**src/design/lsq_pkg.sv**
```systemverilog
// shared widths and packed bus types for the load-store queue, imported by every block
`default_nettype none

package lsq_pkg;

  localparam int XLEN    = 32;
  localparam int ROBID_W = 7;
  localparam int RD_W    = 5;
  // dcache tag carries a load queue index, so 16 entries at most
  localparam int TAG_W   = 4;

  typedef logic [2:0] size_t;

  // one op from rename; a not-ready operand holds its producer's rob id
  typedef struct packed {
    logic               is_store;
    size_t              size;
    logic [ROBID_W-1:0] robid;
    logic [RD_W-1:0]    rd;
    logic               op1ready;
    logic [XLEN-1:0]    op1;
    logic               op2ready;
    logic [XLEN-1:0]    op2;
    logic [XLEN-1:0]    imm;
  } lsq_disp_t;

  typedef struct packed {
    logic               valid;
    logic               error;
    logic [ROBID_W-1:0] robid;
    logic [RD_W-1:0]    rd;
    logic [XLEN-1:0]    result;
  } wb_bus_t;

  typedef struct packed {
    size_t size;
    logic  load;
  } dc_op_t;

  typedef struct packed {
    dc_op_t           op;
    logic [XLEN-1:0]  addr;
    logic [TAG_W-1:0] tag;
    logic [XLEN-1:0]  wdata;
  } dc_req_t;

  typedef struct packed {
    logic             valid;
    logic             error;
    logic [TAG_W-1:0] tag;
    logic [XLEN-1:0]  rdata;
  } dc_resp_t;

  typedef struct packed {
    logic               error;
    logic [ROBID_W-1:0] robid;
    logic [RD_W-1:0]    rd;
    logic [XLEN-1:0]    result;
  } lsq_result_t;

endpackage

`default_nettype wire

```
**src/design/lsq_addrgen.sv**
```systemverilog
// two-cycle base plus immediate address generator, one per queue, writes back by one-hot strobe
`timescale 1ns/1ps
`default_nettype none

module lsq_addrgen import lsq_pkg::*; #(
  parameter int DEPTH = 8
) (
  input  wire                         clk,
  input  wire                         rst,
  input  wire  [DEPTH-1:0]            cand,
  input  wire  [DEPTH-1:0][XLEN-1:0]  base,
  input  wire  [DEPTH-1:0][XLEN-1:0]  imm,
  output logic [DEPTH-1:0]            wr_en,
  output logic [XLEN-1:0]             addr
);

  logic [DEPTH-1:0] cand_free;
  logic [DEPTH-1:0] pick;
  logic [DEPTH-1:0] sel;
  logic [XLEN-1:0]  sel_base;
  logic [XLEN-1:0]  sel_imm;

  // the entry in flight is not picked again
  assign cand_free = cand & ~sel;
  // isolate lowest set bit
  assign pick = cand_free & (~cand_free + DEPTH'(1));

  always_ff @(posedge clk) begin
    if (!rst) begin
      sel <= '0;
    end else begin
      sel <= pick;
    end
  end

  always_comb begin
    sel_base = '0;
    sel_imm  = '0;
    for (int i = 0; i < DEPTH; i++) begin
      if (sel[i]) begin
        sel_base = base[i];
        sel_imm  = imm[i];
      end
    end
  end

  assign addr  = sel_base + sel_imm;
  assign wr_en = sel;

endmodule

`default_nettype wire

```
**src/design/load_queue.sv**
```systemverilog
// load queue: holds loads from dispatch to writeback, issues to the dcache with tag = entry index
`timescale 1ns/1ps
`default_nettype none

module load_queue import lsq_pkg::*; #(
  parameter int DEPTH = 8
) (
  input  wire               clk,
  input  wire               rst,
  input  wire               flush,
  input  wire               insert,
  input  wire  lsq_disp_t   disp,
  input  wire  wb_bus_t     wb_in,
  input  wire               conflict,
  input  wire               grant,
  input  wire  dc_resp_t    dc_resp,
  input  wire               wb_out_stall,
  output logic              full,
  output logic              req_valid,
  output dc_req_t           req,
  output logic [XLEN-1:0]   check_addr,
  output logic              wb_out_valid,
  output lsq_result_t       wb_out
);

  logic [DEPTH-1:0] valid, pend, base_rdy, addr_rdy, issued, complete, error;
  size_t [DEPTH-1:0]              size_r;
  logic  [DEPTH-1:0][ROBID_W-1:0] robid_r;
  logic  [DEPTH-1:0][RD_W-1:0]    rd_r;
  logic  [DEPTH-1:0][XLEN-1:0]    base, imm, addr, data;

  logic [DEPTH-1:0] free, ins_sel, ins_en, base_wake, ag_wr, resp_hit;
  logic [DEPTH-1:0] issuable, iss_sel, iss_en, done, wb_pick, wb_sel, wb_hold, remove;
  logic [XLEN-1:0]  ag_addr;
  logic [TAG_W-1:0] iss_tag;
  size_t            iss_size;
  logic             wb_en, wb_lock;

  // a flushed load still waiting on its response keeps its slot busy
  assign free    = ~(valid | pend);
  assign ins_sel = free & (~free + DEPTH'(1));
  assign ins_en  = ins_sel & {DEPTH{insert & ~flush}};
  assign full    = ~|free;
  assign wb_en   = wb_in.valid & ~wb_in.error;

  always_comb begin
    for (int i = 0; i < DEPTH; i++) begin
      base_wake[i] = wb_en & valid[i] & ~base_rdy[i] &
                     (base[i][ROBID_W-1:0] == wb_in.robid);
      resp_hit[i]  = dc_resp.valid & pend[i] & (dc_resp.tag == TAG_W'(i));
    end
  end

  lsq_addrgen #(.DEPTH(DEPTH)) addrgen (
    .clk   (clk),
    .rst   (rst),
    .cand  (valid & base_rdy & ~addr_rdy),
    .base  (base),
    .imm   (imm),
    .wr_en (ag_wr),
    .addr  (ag_addr)
  );

  // issue lowest index first
  assign issuable = valid & addr_rdy & ~issued;
  assign iss_sel  = issuable & (~issuable + DEPTH'(1));
  assign iss_en   = iss_sel & {DEPTH{grant}};

  always_comb begin
    check_addr = '0;
    iss_tag    = '0;
    iss_size   = '0;
    for (int i = 0; i < DEPTH; i++) begin
      if (iss_sel[i]) begin
        check_addr = addr[i];
        iss_tag    = TAG_W'(i);
        iss_size   = size_r[i];
      end
    end
  end

  assign req_valid    = (|iss_sel) & ~conflict;
  assign req.op.size  = iss_size;
  assign req.op.load  = 1'b1;
  assign req.addr     = check_addr;
  assign req.tag      = iss_tag;
  assign req.wdata    = '0;

  // writeback choice is frozen while the consumer stalls
  assign done         = valid & complete;
  assign wb_pick      = done & (~done + DEPTH'(1));
  assign wb_sel       = wb_lock ? wb_hold : wb_pick;
  assign wb_out_valid = |(wb_sel & done);
  assign remove       = wb_sel & {DEPTH{wb_out_valid & ~wb_out_stall}};

  always_comb begin
    wb_out = '0;
    for (int i = 0; i < DEPTH; i++) begin
      if (wb_sel[i]) begin
        wb_out.error  = error[i];
        wb_out.robid  = robid_r[i];
        wb_out.rd     = rd_r[i];
        wb_out.result = data[i];
      end
    end
  end

  always_ff @(posedge clk) begin
    if (!rst || flush) begin
      wb_lock <= 1'b0;
    end else begin
      wb_lock <= wb_out_valid & wb_out_stall;
    end
    wb_hold <= wb_sel;
  end

  always_ff @(posedge clk) begin
    for (int i = 0; i < DEPTH; i++) begin
      if (!rst) begin
        valid[i]    <= 1'b0;
        pend[i]     <= 1'b0;
        base_rdy[i] <= 1'b0;
        addr_rdy[i] <= 1'b0;
        issued[i]   <= 1'b0;
        complete[i] <= 1'b0;
        error[i]    <= 1'b0;
      end else begin
        if (ins_en[i]) begin
          valid[i] <= 1'b1;
        end else if (flush || remove[i]) begin
          valid[i] <= 1'b0;
        end
        if (iss_en[i]) begin
          pend[i] <= 1'b1;
        end else if (resp_hit[i]) begin
          pend[i] <= 1'b0;
        end
        if (ins_en[i]) begin
          base_rdy[i] <= disp.op1ready;
          addr_rdy[i] <= 1'b0;
          issued[i]   <= 1'b0;
          complete[i] <= 1'b0;
        end else begin
          base_rdy[i] <= base_rdy[i] | base_wake[i];
          addr_rdy[i] <= addr_rdy[i] | ag_wr[i];
          issued[i]   <= issued[i] | iss_en[i];
          complete[i] <= complete[i] | (resp_hit[i] & valid[i]);
        end
        if (resp_hit[i] && valid[i]) begin
          error[i] <= dc_resp.error;
        end
      end
    end
  end

  always_ff @(posedge clk) begin
    for (int i = 0; i < DEPTH; i++) begin
      if (ins_en[i]) begin
        size_r[i]  <= disp.size;
        robid_r[i] <= disp.robid;
        rd_r[i]    <= disp.rd;
        imm[i]     <= disp.imm;
        base[i]    <= disp.op1;
      end else if (base_wake[i]) begin
        base[i] <= wb_in.result;
      end
      if (ag_wr[i] && !ins_en[i]) begin
        addr[i] <= ag_addr;
      end
      if (resp_hit[i]) begin
        data[i] <= dc_resp.rdata;
      end
    end
  end

endmodule

`default_nettype wire

```
**src/design/store_queue.sv**
```systemverilog
// store queue ring: stores enter at tail, retire at mid and issue in order from head
`timescale 1ns/1ps
`default_nettype none

module store_queue import lsq_pkg::*; #(
  parameter int DEPTH = 8
) (
  input  wire              clk,
  input  wire              rst,
  input  wire              flush,
  input  wire              insert,
  input  wire  lsq_disp_t  disp,
  input  wire  wb_bus_t    wb_in,
  input  wire              retire,
  input  wire  [XLEN-1:0]  check_addr,
  input  wire              grant,
  output logic             full,
  output logic             conflict,
  output logic             req_valid,
  output dc_req_t          req
);

  logic [DEPTH-1:0] valid, base_rdy, addr_rdy, data_rdy, retired;
  size_t [DEPTH-1:0]           size_r;
  logic  [DEPTH-1:0][XLEN-1:0] base, imm, addr, data;

  // one-hot ring pointers, polarity flips on wrap
  logic [DEPTH-1:0] head, mid, tail, mid_nxt;
  logic             head_pol, mid_pol, tail_pol, mid_pol_nxt;

  logic [DEPTH-1:0] ins_en, ret_en, iss_en, base_wake, data_wake, ag_wr, ready, hits;
  logic [XLEN-1:0]  ag_addr;
  logic [XLEN-1:0]  head_addr;
  logic [XLEN-1:0]  head_data;
  size_t            head_size;
  logic             wb_en;

  assign full   = (|(head & tail)) & (head_pol ^ tail_pol);
  assign ins_en = tail & {DEPTH{insert & ~flush}};
  assign ret_en = mid & {DEPTH{retire}};
  assign iss_en = head & {DEPTH{grant}};
  assign wb_en  = wb_in.valid & ~wb_in.error;

  assign mid_nxt     = retire ? {mid[DEPTH-2:0], mid[DEPTH-1]} : mid;
  assign mid_pol_nxt = mid_pol ^ (retire & mid[DEPTH-1]);

  always_ff @(posedge clk) begin
    if (!rst) begin
      head     <= DEPTH'(1);
      mid      <= DEPTH'(1);
      tail     <= DEPTH'(1);
      head_pol <= 1'b0;
      mid_pol  <= 1'b0;
      tail_pol <= 1'b0;
    end else begin
      if (grant) begin
        head     <= {head[DEPTH-2:0], head[DEPTH-1]};
        head_pol <= head_pol ^ head[DEPTH-1];
      end
      mid     <= mid_nxt;
      mid_pol <= mid_pol_nxt;
      // flush drops everything past the retired stores
      if (flush) begin
        tail     <= mid_nxt;
        tail_pol <= mid_pol_nxt;
      end else if (insert) begin
        tail     <= {tail[DEPTH-2:0], tail[DEPTH-1]};
        tail_pol <= tail_pol ^ tail[DEPTH-1];
      end
    end
  end

  always_comb begin
    for (int i = 0; i < DEPTH; i++) begin
      base_wake[i] = wb_en & valid[i] & ~base_rdy[i] &
                     (base[i][ROBID_W-1:0] == wb_in.robid);
      data_wake[i] = wb_en & valid[i] & ~data_rdy[i] &
                     (data[i][ROBID_W-1:0] == wb_in.robid);
      // unknown address counts as a hit
      hits[i] = valid[i] & (~addr_rdy[i] | (addr[i][XLEN-1:2] == check_addr[XLEN-1:2]));
    end
  end

  assign conflict = |hits;

  lsq_addrgen #(.DEPTH(DEPTH)) addrgen (
    .clk   (clk),
    .rst   (rst),
    .cand  (valid & base_rdy & ~addr_rdy),
    .base  (base),
    .imm   (imm),
    .wr_en (ag_wr),
    .addr  (ag_addr)
  );

  assign ready     = head & valid & addr_rdy & data_rdy & retired;
  assign req_valid = |ready;

  always_comb begin
    head_addr = '0;
    head_data = '0;
    head_size = '0;
    for (int i = 0; i < DEPTH; i++) begin
      if (head[i]) begin
        head_addr = addr[i];
        head_data = data[i];
        head_size = size_r[i];
      end
    end
  end

  assign req.op.size = head_size;
  assign req.op.load = 1'b0;
  assign req.addr    = head_addr;
  assign req.tag     = '0;
  assign req.wdata   = head_data;

  always_ff @(posedge clk) begin
    for (int i = 0; i < DEPTH; i++) begin
      if (!rst) begin
        valid[i]    <= 1'b0;
        base_rdy[i] <= 1'b0;
        addr_rdy[i] <= 1'b0;
        data_rdy[i] <= 1'b0;
        retired[i]  <= 1'b0;
      end else begin
        if (ins_en[i]) begin
          valid[i] <= 1'b1;
        end else if (iss_en[i] || (flush && !retired[i] && !ret_en[i])) begin
          valid[i] <= 1'b0;
        end
        if (ins_en[i]) begin
          base_rdy[i] <= disp.op1ready;
          data_rdy[i] <= disp.op2ready;
          addr_rdy[i] <= 1'b0;
          retired[i]  <= 1'b0;
        end else begin
          base_rdy[i] <= base_rdy[i] | base_wake[i];
          data_rdy[i] <= data_rdy[i] | data_wake[i];
          addr_rdy[i] <= addr_rdy[i] | ag_wr[i];
          retired[i]  <= retired[i] | ret_en[i];
        end
      end
    end
  end

  always_ff @(posedge clk) begin
    for (int i = 0; i < DEPTH; i++) begin
      if (ins_en[i]) begin
        size_r[i] <= disp.size;
        imm[i]    <= disp.imm;
        base[i]   <= disp.op1;
        data[i]   <= disp.op2;
      end else begin
        if (base_wake[i]) begin
          base[i] <= wb_in.result;
        end
        if (data_wake[i]) begin
          data[i] <= wb_in.result;
        end
      end
      if (ag_wr[i] && !ins_en[i]) begin
        addr[i] <= ag_addr;
      end
    end
  end

endmodule

`default_nettype wire

```
**src/design/lsq_issue_select.sv**
```systemverilog
// dcache port arbiter and dispatch steering between load and store queues
`timescale 1ns/1ps
`default_nettype none

module lsq_issue_select import lsq_pkg::*; (
  input  wire            disp_valid,
  input  wire            is_store,
  input  wire            ld_full,
  input  wire            st_full,
  input  wire            ld_valid,
  input  wire  dc_req_t  ld_req,
  input  wire            st_valid,
  input  wire  dc_req_t  st_req,
  input  wire            dc_ready,
  input  wire            flush,
  output logic           stall,
  output logic           ld_insert,
  output logic           st_insert,
  output logic           dc_req_valid,
  output dc_req_t        dc_req,
  output logic           ld_grant,
  output logic           st_grant
);

  logic ld_go;
  logic st_go;

  // stall follows the queue the op is headed for
  assign stall     = is_store ? st_full : ld_full;
  assign ld_insert = disp_valid & ~is_store & ~ld_full;
  assign st_insert = disp_valid & is_store & ~st_full;

  // loads win, nothing goes out during a flush
  assign ld_go = ld_valid & ~flush;
  assign st_go = st_valid & ~ld_valid & ~flush;

  assign dc_req_valid = ld_go | st_go;
  assign dc_req       = ld_valid ? ld_req : st_req;
  assign ld_grant     = ld_go & dc_ready;
  assign st_grant     = st_go & dc_ready;

endmodule

`default_nettype wire

```
**src/design/lsq.sv**
```systemverilog
// load-store queue top level, connects both queues and the dcache issue selector
`timescale 1ns/1ps
`default_nettype none

module lsq import lsq_pkg::*; #(
  parameter int LQ_DEPTH = 8,
  parameter int SQ_DEPTH = 8
) (
  input  wire                clk,
  input  wire                rst,
  input  wire                disp_valid,
  input  wire  lsq_disp_t    disp,
  output logic               stall,
  input  wire  wb_bus_t      wb_in,
  input  wire                rob_ret_store,
  input  wire                rob_flush,
  output logic               dc_req_valid,
  output dc_req_t            dc_req,
  input  wire                dc_ready,
  input  wire  dc_resp_t     dc_resp,
  output logic               wb_out_valid,
  output lsq_result_t        wb_out,
  input  wire                wb_out_stall
);

  logic            ld_full, st_full;
  logic            ld_insert, st_insert;
  logic            ld_req_valid, st_req_valid;
  logic            ld_grant, st_grant;
  dc_req_t         ld_req, st_req;
  logic [XLEN-1:0] check_addr;
  logic            conflict;

  load_queue #(.DEPTH(LQ_DEPTH)) lq (
    .clk          (clk),
    .rst          (rst),
    .flush        (rob_flush),
    .insert       (ld_insert),
    .disp         (disp),
    .wb_in        (wb_in),
    .conflict     (conflict),
    .grant        (ld_grant),
    .dc_resp      (dc_resp),
    .wb_out_stall (wb_out_stall),
    .full         (ld_full),
    .req_valid    (ld_req_valid),
    .req          (ld_req),
    .check_addr   (check_addr),
    .wb_out_valid (wb_out_valid),
    .wb_out       (wb_out)
  );

  store_queue #(.DEPTH(SQ_DEPTH)) sq (
    .clk        (clk),
    .rst        (rst),
    .flush      (rob_flush),
    .insert     (st_insert),
    .disp       (disp),
    .wb_in      (wb_in),
    .retire     (rob_ret_store),
    .check_addr (check_addr),
    .grant      (st_grant),
    .full       (st_full),
    .conflict   (conflict),
    .req_valid  (st_req_valid),
    .req        (st_req)
  );

  lsq_issue_select sel (
    .disp_valid   (disp_valid),
    .is_store     (disp.is_store),
    .ld_full      (ld_full),
    .st_full      (st_full),
    .ld_valid     (ld_req_valid),
    .ld_req       (ld_req),
    .st_valid     (st_req_valid),
    .st_req       (st_req),
    .dc_ready     (dc_ready),
    .flush        (rob_flush),
    .stall        (stall),
    .ld_insert    (ld_insert),
    .st_insert    (st_insert),
    .dc_req_valid (dc_req_valid),
    .dc_req       (dc_req),
    .ld_grant     (ld_grant),
    .st_grant     (st_grant)
  );

endmodule

`default_nettype wire

```
**config.mk**
```make
export PLATFORM = sky130hd
export DESIGN_NAME = lsq
export DESIGN_NICKNAME = d
export VERILOG_FILES = /design/src/design/lsq_pkg.sv /design/src/design/lsq_addrgen.sv /design/src/design/load_queue.sv /design/src/design/store_queue.sv /design/src/design/lsq_issue_select.sv /design/src/design/lsq.sv
export SDC_FILE = /design/constraint.sdc
export NUM_CORES = 2
export LEC_CHECK = 0
export ABC_AREA = 1
export ABC_CLOCK_PERIOD_IN_PS = 7000
export BUFFER_PORTS_ARGS = -buffer_cell sky130_fd_sc_hd__buf_4
export CORE_MARGIN = 2
export CORE_UTILIZATION = 45
export DETAILED_ROUTE_END_ITERATION = 7
export GPL_TIMING_DRIVEN = 0
export PLACE_DENSITY = 0.62
export SETUP_SLACK_MARGIN = 0.15
export SLEW_MARGIN = 20
export SYNTH_ARGS = -nofsm -noshare
export SYNTH_HDL_FRONTEND = slang
export SYNTH_HIERARCHICAL = 1
export SYNTH_SLANG_ARGS = --single-unit
```
**constraint.sdc**
```tcl
create_clock -name clk -period 7 [get_ports clk]
set_clock_uncertainty 0.05 [all_clocks]
set_input_delay 0.7 -clock clk [delete_from_list [all_inputs] [get_ports clk]]
set_output_delay 0.7 -clock clk [all_outputs]
set_load 0.005 [all_outputs]
```
**Word-level counts from Yosys, hierarchy flattened**

Index checks and enable logic that the tools add are counted.

- Register bits after elaboration: 2340
- Input port bits: 205
- Output and inout port bits: 120
- Word-level logic and storage cells: 873

- Add/subtract/negate cells: 7
- Equal/unequal tests: 39
- Multiplexer cells: 215
- Bitwise logic cells: 268
- Reductions and logical operators: 163

Operators with widths:

| cell | count |
|---|---|
| $mux W32 | 104 |
| $mux W45 | 8 |
| $eq A30 B30 Y1 | 8 |
| $and A8 B8 Y8 | 26 |
| $eq A7 B7 Y1 | 24 |
| $and A1 B1 Y1 | 113 |
| $reduce_bool A2 Y1 | 49 |
| $not A8 Y8 | 11 |
| $mux W1 | 76 |
| $or A1 B1 Y1 | 73 |
| $mux W72 | 1 |
| $add A32 B32 Y32 | 2 |
| $mux W3 | 20 |
| $reduce_or A8 Y1 | 6 |
| $add A8 B1 Y8 const B | 5 |
| $logic_and A1 B1 Y1 | 40 |
| $not A1 Y1 | 40 |
| $logic_not A1 Y1 | 34 |
| $mux W8 | 4 |
| $reduce_or A2 Y1 | 16 |
| $logic_or A1 B1 Y1 | 17 |
| $eq A4 B3 Y1 const B | 4 |
| $eq A4 B2 Y1 const B | 2 |
| $or A8 B8 Y8 | 1 |
| 4 further kinds | 8 |

**Logic depth before layout (Yosys ltp)**

- Word-level depth: 27
- Gate-level depth with buffers: 36

**By module**

Netlist, hierarchy kept.

Modules (own cells, without submodules):

| module | instances | cells each | area an instance (µm²) | seq. area each (µm²) |
|---|---|---|---|---|
| store_queue | 1 | 4396 | 48223.8 | 32811.5 |
| load_queue | 1 | 3718 | 47144.0 | 35654.2 |
| lsq_addrgen (lq.addrgen) | 1 | 1273 | 6712.7 | 160.2 |
| lsq_addrgen (sq.addrgen) | 1 | 1266 | 6558.8 | 160.2 |
| lsq_issue_select | 1 | 248 | 1002.2 | 0.0 |

**Worst setup path after synthesis**

OpenSTA, ideal clock, no wires.

- Path type: register to register
- Start: reg sq.head[3]
- End: reg sq/addr[224] (netlist bit) (enable)
- Library setup time: 0.527 ns
- Data arrival time: 4.167 ns
- Path slack: 2.256 ns
- Stages on the path, launching flop included: 10
- Clock period less this slack: 4.744 ns
- Cell sequence: dfxtp_1 -> buf_4 -> buf_4 -> clkbuf_1 -> a221oi_1 -> a21oi_1 -> nor2_1 -> nand2_1 -> nor2_1 -> nor2_1

- Cells in the longest elaborated chain, start to end: 9

Ends and longest elaborated chain:

| element | line | source |
|---|---|---|
| from (decl) | store_queue.sv:28 | `logic [DEPTH-1:0] head, mid, tail, mid_nxt;` |
| from (signal assigned) | store_queue.sv:57 | `head <= {head[DEPTH-2:0], head[DEPTH-1]};` |
| $and A8 B8 Y8 | store_queue.sv:38 | `assign full = (\|(head & tail)) & (head_pol ^ tail_pol);` |
| $reduce_or A8 Y1 | store_queue.sv:38 |  |
| $and A1 B1 Y1 | store_queue.sv:38 |  |
| net st_full | lsq.sv:26 | `logic ld_full, st_full;` |
| $not A1 Y1 | lsq_issue_select.sv:31 | `assign st_insert = disp_valid & is_store & ~st_full;` |
| $and A1 B1 Y1 | lsq_issue_select.sv:31 |  |
| net st_insert | lsq.sv:27 | `logic ld_insert, st_insert;` |
| $and A1 B1 Y1 | store_queue.sv:39 | `assign ins_en = tail & {DEPTH{insert & ~flush}};` |
| $and A8 B8 Y8 | store_queue.sv:39 |  |
| net sq.ins_en[7] | store_queue.sv:31 | `logic [DEPTH-1:0] ins_en, ret_en, iss_en, base_wake, data_wake, ag_wr, ready, hits;` |
| $logic_not A1 Y1 | store_queue.sv:162 | `if (ag_wr[i] && !ins_en[i]) begin` |
| $logic_and A1 B1 Y1 | store_queue.sv:162 |  |
| to (signal, indexed assignment) | store_queue.sv:163 | `addr[i] <= ag_addr;` |
| to (decl) | store_queue.sv:25 | `logic [DEPTH-1:0][XLEN-1:0] base, imm, addr, data;` |

The timed path passes the listed nets, and every way through them passes these cells.
A chain may end at the register's enable or synchronous reset.

==> impl.org <==
** Synthesis
- Most used flip-flop cell after synthesis :: edfxtp_1
- Average instance area after synthesis :: 10.1 µm²
- The cell count after synthesis came out at 10.9k.
- Yosys printed 6 warnings.
- Number of library cell types mapped by synthesis :: 60
- Async S/R FF share, synth :: 0%
- Mapped cell area :: 110000 µm²
- Of the total synthesized cell area, the portion taken by XOR and XNOR cells is 2.16%.
- Sequential cell area fraction in the yosys report :: 62.7%
- The synthesized netlist devotes 13.7% of its cell area to compound gates.
- Main combinational cell family by area after synthesis :: simple AND/OR/NAND/NOR gates
- edfxtp_1 takes more of the synthesized area than any other cell.
- The synthesized netlist devotes 0.744% of its cell area to adder and majority cells.
- By area the synthesized netlist is led by edfxtp_1, nand2_1, o21ai_0.
- Share of synthesized area spent on multiplexers :: 0%
- Summed over its instances, the top area cell type makes up 60.0% of the synthesized netlist area.
- Yosys mapped a number of flops with a built-in enable equal to 2192.
- Area fraction in and, or, nand and nor cells after synthesis :: 15.1%
- Number of synthesized register bits :: 2340

** Timing
- Setup violations remaining at the end of the flow were counted as 0.
- Hold WS :: 0.0600 ns
- Number of pins exceeding their max-slew limit in the final report :: 0
- Number of failing hold endpoints at the final stage :: 0
- Fmax :: 144 MHz
- Slew margin rel. :: 9.68%
- Unrepaired setup endpoints after global routing :: no
- Final worst-path cycle share :: 99.1%
- Final critical-path required period :: 6.93 ns
- For the pin with the worst max-slew slack, the measured transition is 1.35 ns.

** Power and ir drop
- Fraction of power consumed by the clock network :: 46.0%
- Net switching is 21.7% of the power.
- Overall Power :: 30.2 mW
- Per report_power, the combinational group accounts for 3.3% of the total.
- Of the total power, registers draw 50.7%.
- LEAKAGE :: 48.9 nW
- The analysis attributes to net switching a power of 6.56 mW.
- Across the VDD grid, the largest voltage drop is 0.236 mV.
- The internal power of the cells totals 23.7 mW.
- Dividing total power by cell area gives a power density of 237 nW/µm².

** Finish
- Once layout is complete, the cells apart from fillers number 15.1k.
- Post-layout utilization of the core :: 52.5%
- The library cell used most frequently in the layout, excluding fill and tap cells, is nand2_1.
- The post-route netlist has 12.4% of its cells at a drive strength greater than 1.
- Layout fillers :: 22.0k
- After the last flow step, the layout net total stands at 11.9k.
- Synth-to-Final Area Change :: 16.3%
- The library cells used most frequently in the layout, excluding fill and tap cells, are nand2_1, edfxtp_1, o21ai_0.

** Routing
- First drt pass iteration count :: 7
- Dividing the detail-routed via count by the number of cells gives 6.08.
- Iteration-0 DRC count of the detailed router :: 13.6k
- In the routed design, unresolved DRC markers number 0.
- Antenna violation net count after detailed routing :: 0
- Dividing the detail-routed wire length by the instance count gives 33.0 µm.
- Wires add up to 499000 µm.
- Summing over every cut layer, the via total after detailed routing is 91.9k.

** Clock network
- Clock insertion delay at the later pin of the skew report :: 0.96 ns
- In this run the clock root is driven by a clkbuf_16.
- After clock tree synthesis, the clock-pin slew on the worst setup and hold paths is 0.06 ns.
- CTS tree :: yes
- The H-tree generated during clock tree synthesis spans 5 levels.
- Number of CTS-inserted buffers :: 278
- The longest clock path from root to sink contains 4 buffers.
- CTS saw 2340 sinks.

** Placement
- After legalization and detailed placement, the total HPWL measured 376000 µm.
- Placer Congestion :: 1.08
- Including well taps, the total number of placed cells is 14.5k.
- Input/output buffers :: 280

** Global routing
- Largest net degree at the start of global routing :: 44
- Global Route Usage Sum :: 39.1%
- The initial antenna violation count came to 82.
- The first global-routing pass estimated 673000 µm of wire.
- The total overflow left after global routing is 0.
- The number of global-route vias before repair came to 85.2k.

** Setup path
- Reg-to-reg setup timing slack :: 0.70 ns
- The setup path with the least slack is of type reg2out.
- STA classifies the critical path endpoint as a primary output.
- Of all nets on the critical path, the largest fanout is 10.
- For the worst setup path, the data arrival time is 6.18 ns.
- In this run the critical register-to-register path is captured at lq/issued[3]$_SDFF_PP0_.
- In this run the critical register-to-register path is launched from lq/valid[7]$_SDFFE_PN0P_.
- CP startpoint kind :: register
- Required arrival time at the worst endpoint :: 6.25 ns
- Measured in cells, the most critical reg-to-reg path has a length of 30.

** Floorplanning
- 325 I/O pins were placed.
- Rows :: 181
- Die boundary height :: 498 µm
- Area of the placeable core :: 243000 µm²
- The floorplan step defined a die boundary enclosing 248000 µm².
- The die is 498 µm wide.
- The initial utilization of the core area, before any placement, comes to 45.2%.

** Hold path
- The worst hold path belongs to the class in2reg.
- Hold-critical path depth :: 1
- Worst hold path endpoint :: sq/imm[100]$_DFFE_PP_
- Hold path start :: disp[4]

** Status
- Status :: finished, final reports clean

** Job
- Across the run, the number of max-cap violations was 0.
==> sequential cells by signal (all words and copies together), names as in the netlist, 40 cells and up <==
register and cells:
lq/addr 256, lq/base 256, lq/data 256, lq/imm 256
lq/rd_r 40, lq/robid_r 56, sq/addr 256, sq/base 256
sq/data 256, sq/imm 256
==> cells in the mapped netlist (6+ instances only) <==
cell type / instances
buf_6: 42
a21oi_1: 823
buf_4: 96
o21a_1: 6
o21ai_0: 1234
a21boi_0: 6
o21bai_1: 9
buf_2: 230
nor4_1: 17
a22o_1: 7
xor2_1: 128
nand4_1: 75
a21oi_2: 75
clkbuf_1: 305
nor3_1: 82
ha_1: 62
nand3_1: 362
nand2_2: 10
or2_1: 33
o21ai_1: 338
o22ai_1: 36
or2_2: 53
dfxtp_1: 148
xnor2_1: 142
nor2_4: 14
clkbuf_2: 33
a21o_1: 110
a211oi_1: 11
nor2_1: 652
buf_1: 46
inv_1: 544
o211ai_1: 104
inv_2: 34
o21ai_2: 7
edfxtp_1: 2192
nand2_1: 2781
==> timing repair <==
action / 4_1_cts / 5_1_grt
hold buffers: 48 / 0
pin swaps: 7 / 2
endpoints found under the hold margin: 363 / 0
buffers inserted: 15 / 2
resized for setup: 65 / 20
setup endpoints to repair: 105 / 66
==> per-stage QoR <==
stage               TNS [ns]  setup WS [ns]  instance area [µm²]
finish                     0         0.0659               128000
detailed placement    -58.61         -0.885               118000
floorplan                  0           2.26               110000
global placement    -2203.44          -6.71               116000
global route               0          0.147               127000
CTS                        0          0.157               127000
==> cell type report <==
type                            count  area [µm²]  share of cell area (%)
Inverter                          586        2270                    1.78
Clock inverter                    121        1020                   0.798
Timing Repair Buffer              423        4370                    3.42
Antenna cell                       85         213                   0.167
Multi-Input combinational cell   7259       35500                    27.8
Tap cell                         3202        4010                    3.14
Sequential cell                  2340       68800                    53.9
Buffer                            752        3910                    3.06
Clock buffer                      354        7490                    5.87
==> worst max-delay path, stage by stage (launching register included) <==
cell	delay, ns
dfxtp_2	0.42
inv_1	0.21
nor4_2	0.30
clkbuf_4	0.26
nand3_1	0.18
inv_4	0.19
buf_4	0.24
nand2_1	0.09
nand3_2	0.17
buf_2	0.25
clkinv_2	0.18
a21oi_2	0.27
nand2_1	0.08
nor3_1	0.37
nand2_1	0.24
nor2_1	0.18
nand2_1	0.07
nand3_1	0.10
nor2_1	0.05
nand2_1	0.15
o21bai_1	0.15
inv_2	0.11
clkinv_8	0.18
buf_4	0.26
nand2_1	0.12
nand2_1	0.26
buf_4	0.16
==> power by group through the flow <==
stage               logic (mW)  registers (mW)  clock network (mW)
floorplan                0.406            15.6                   0
global placement         0.886            15.6                   0
detailed placement       0.920            15.6                   0
CTS                      0.946            15.3                14.0
global route              1.03            15.3                14.5
finish                   0.983            15.3                13.9
==> how the worst max path moves through the flow <==
stage / start / endpoint / cells after the start
after floorplan: sq/head[3]$_SDFFE_PN0P_ / sq/addr[224]$_DFFE_PP_ / 9
after global placement: sq/head[6]$_SDFFE_PN0P_ / sq/addr[240]$_DFFE_PP_ / 9
after detailed placement: lq/valid[5]$_SDFFE_PN0P_ / dc_req[7] / 24
after CTS: lq/valid[0]$_SDFFE_PN0P_ / dc_req[71] / 30
after global routing: lq/issued[0]$_SDFF_PP0_ / dc_req[67] / 33
final: lq/valid[7]$_SDFFE_PN0P_ / dc_req[67] / 26
==> kinds of logic after synthesis <==
logic type | count (synthesis)
compound gates | 2791
other cells | 3
flops | 2340
fa+ha+maj | 64
buf+inv | 1338
simple gates | 4095
xor+xnor | 270
==> routing by layer <==
| metal | part of all wire [%] | vias up | GRT usage, % |
|---|---|---|---|
| met1 | 37 | 44900 | 50.6 |
| li1 | - | 39300 | - |
| met4 | 7.7 | 60 | 26.2 |
| met5 | 0.083 | - | 0 |
| met3 | 13 | 1250 | 12.2 |
| met2 | 42 | 6322 | 56.5 |
Power figures use the tool's default switching activity.
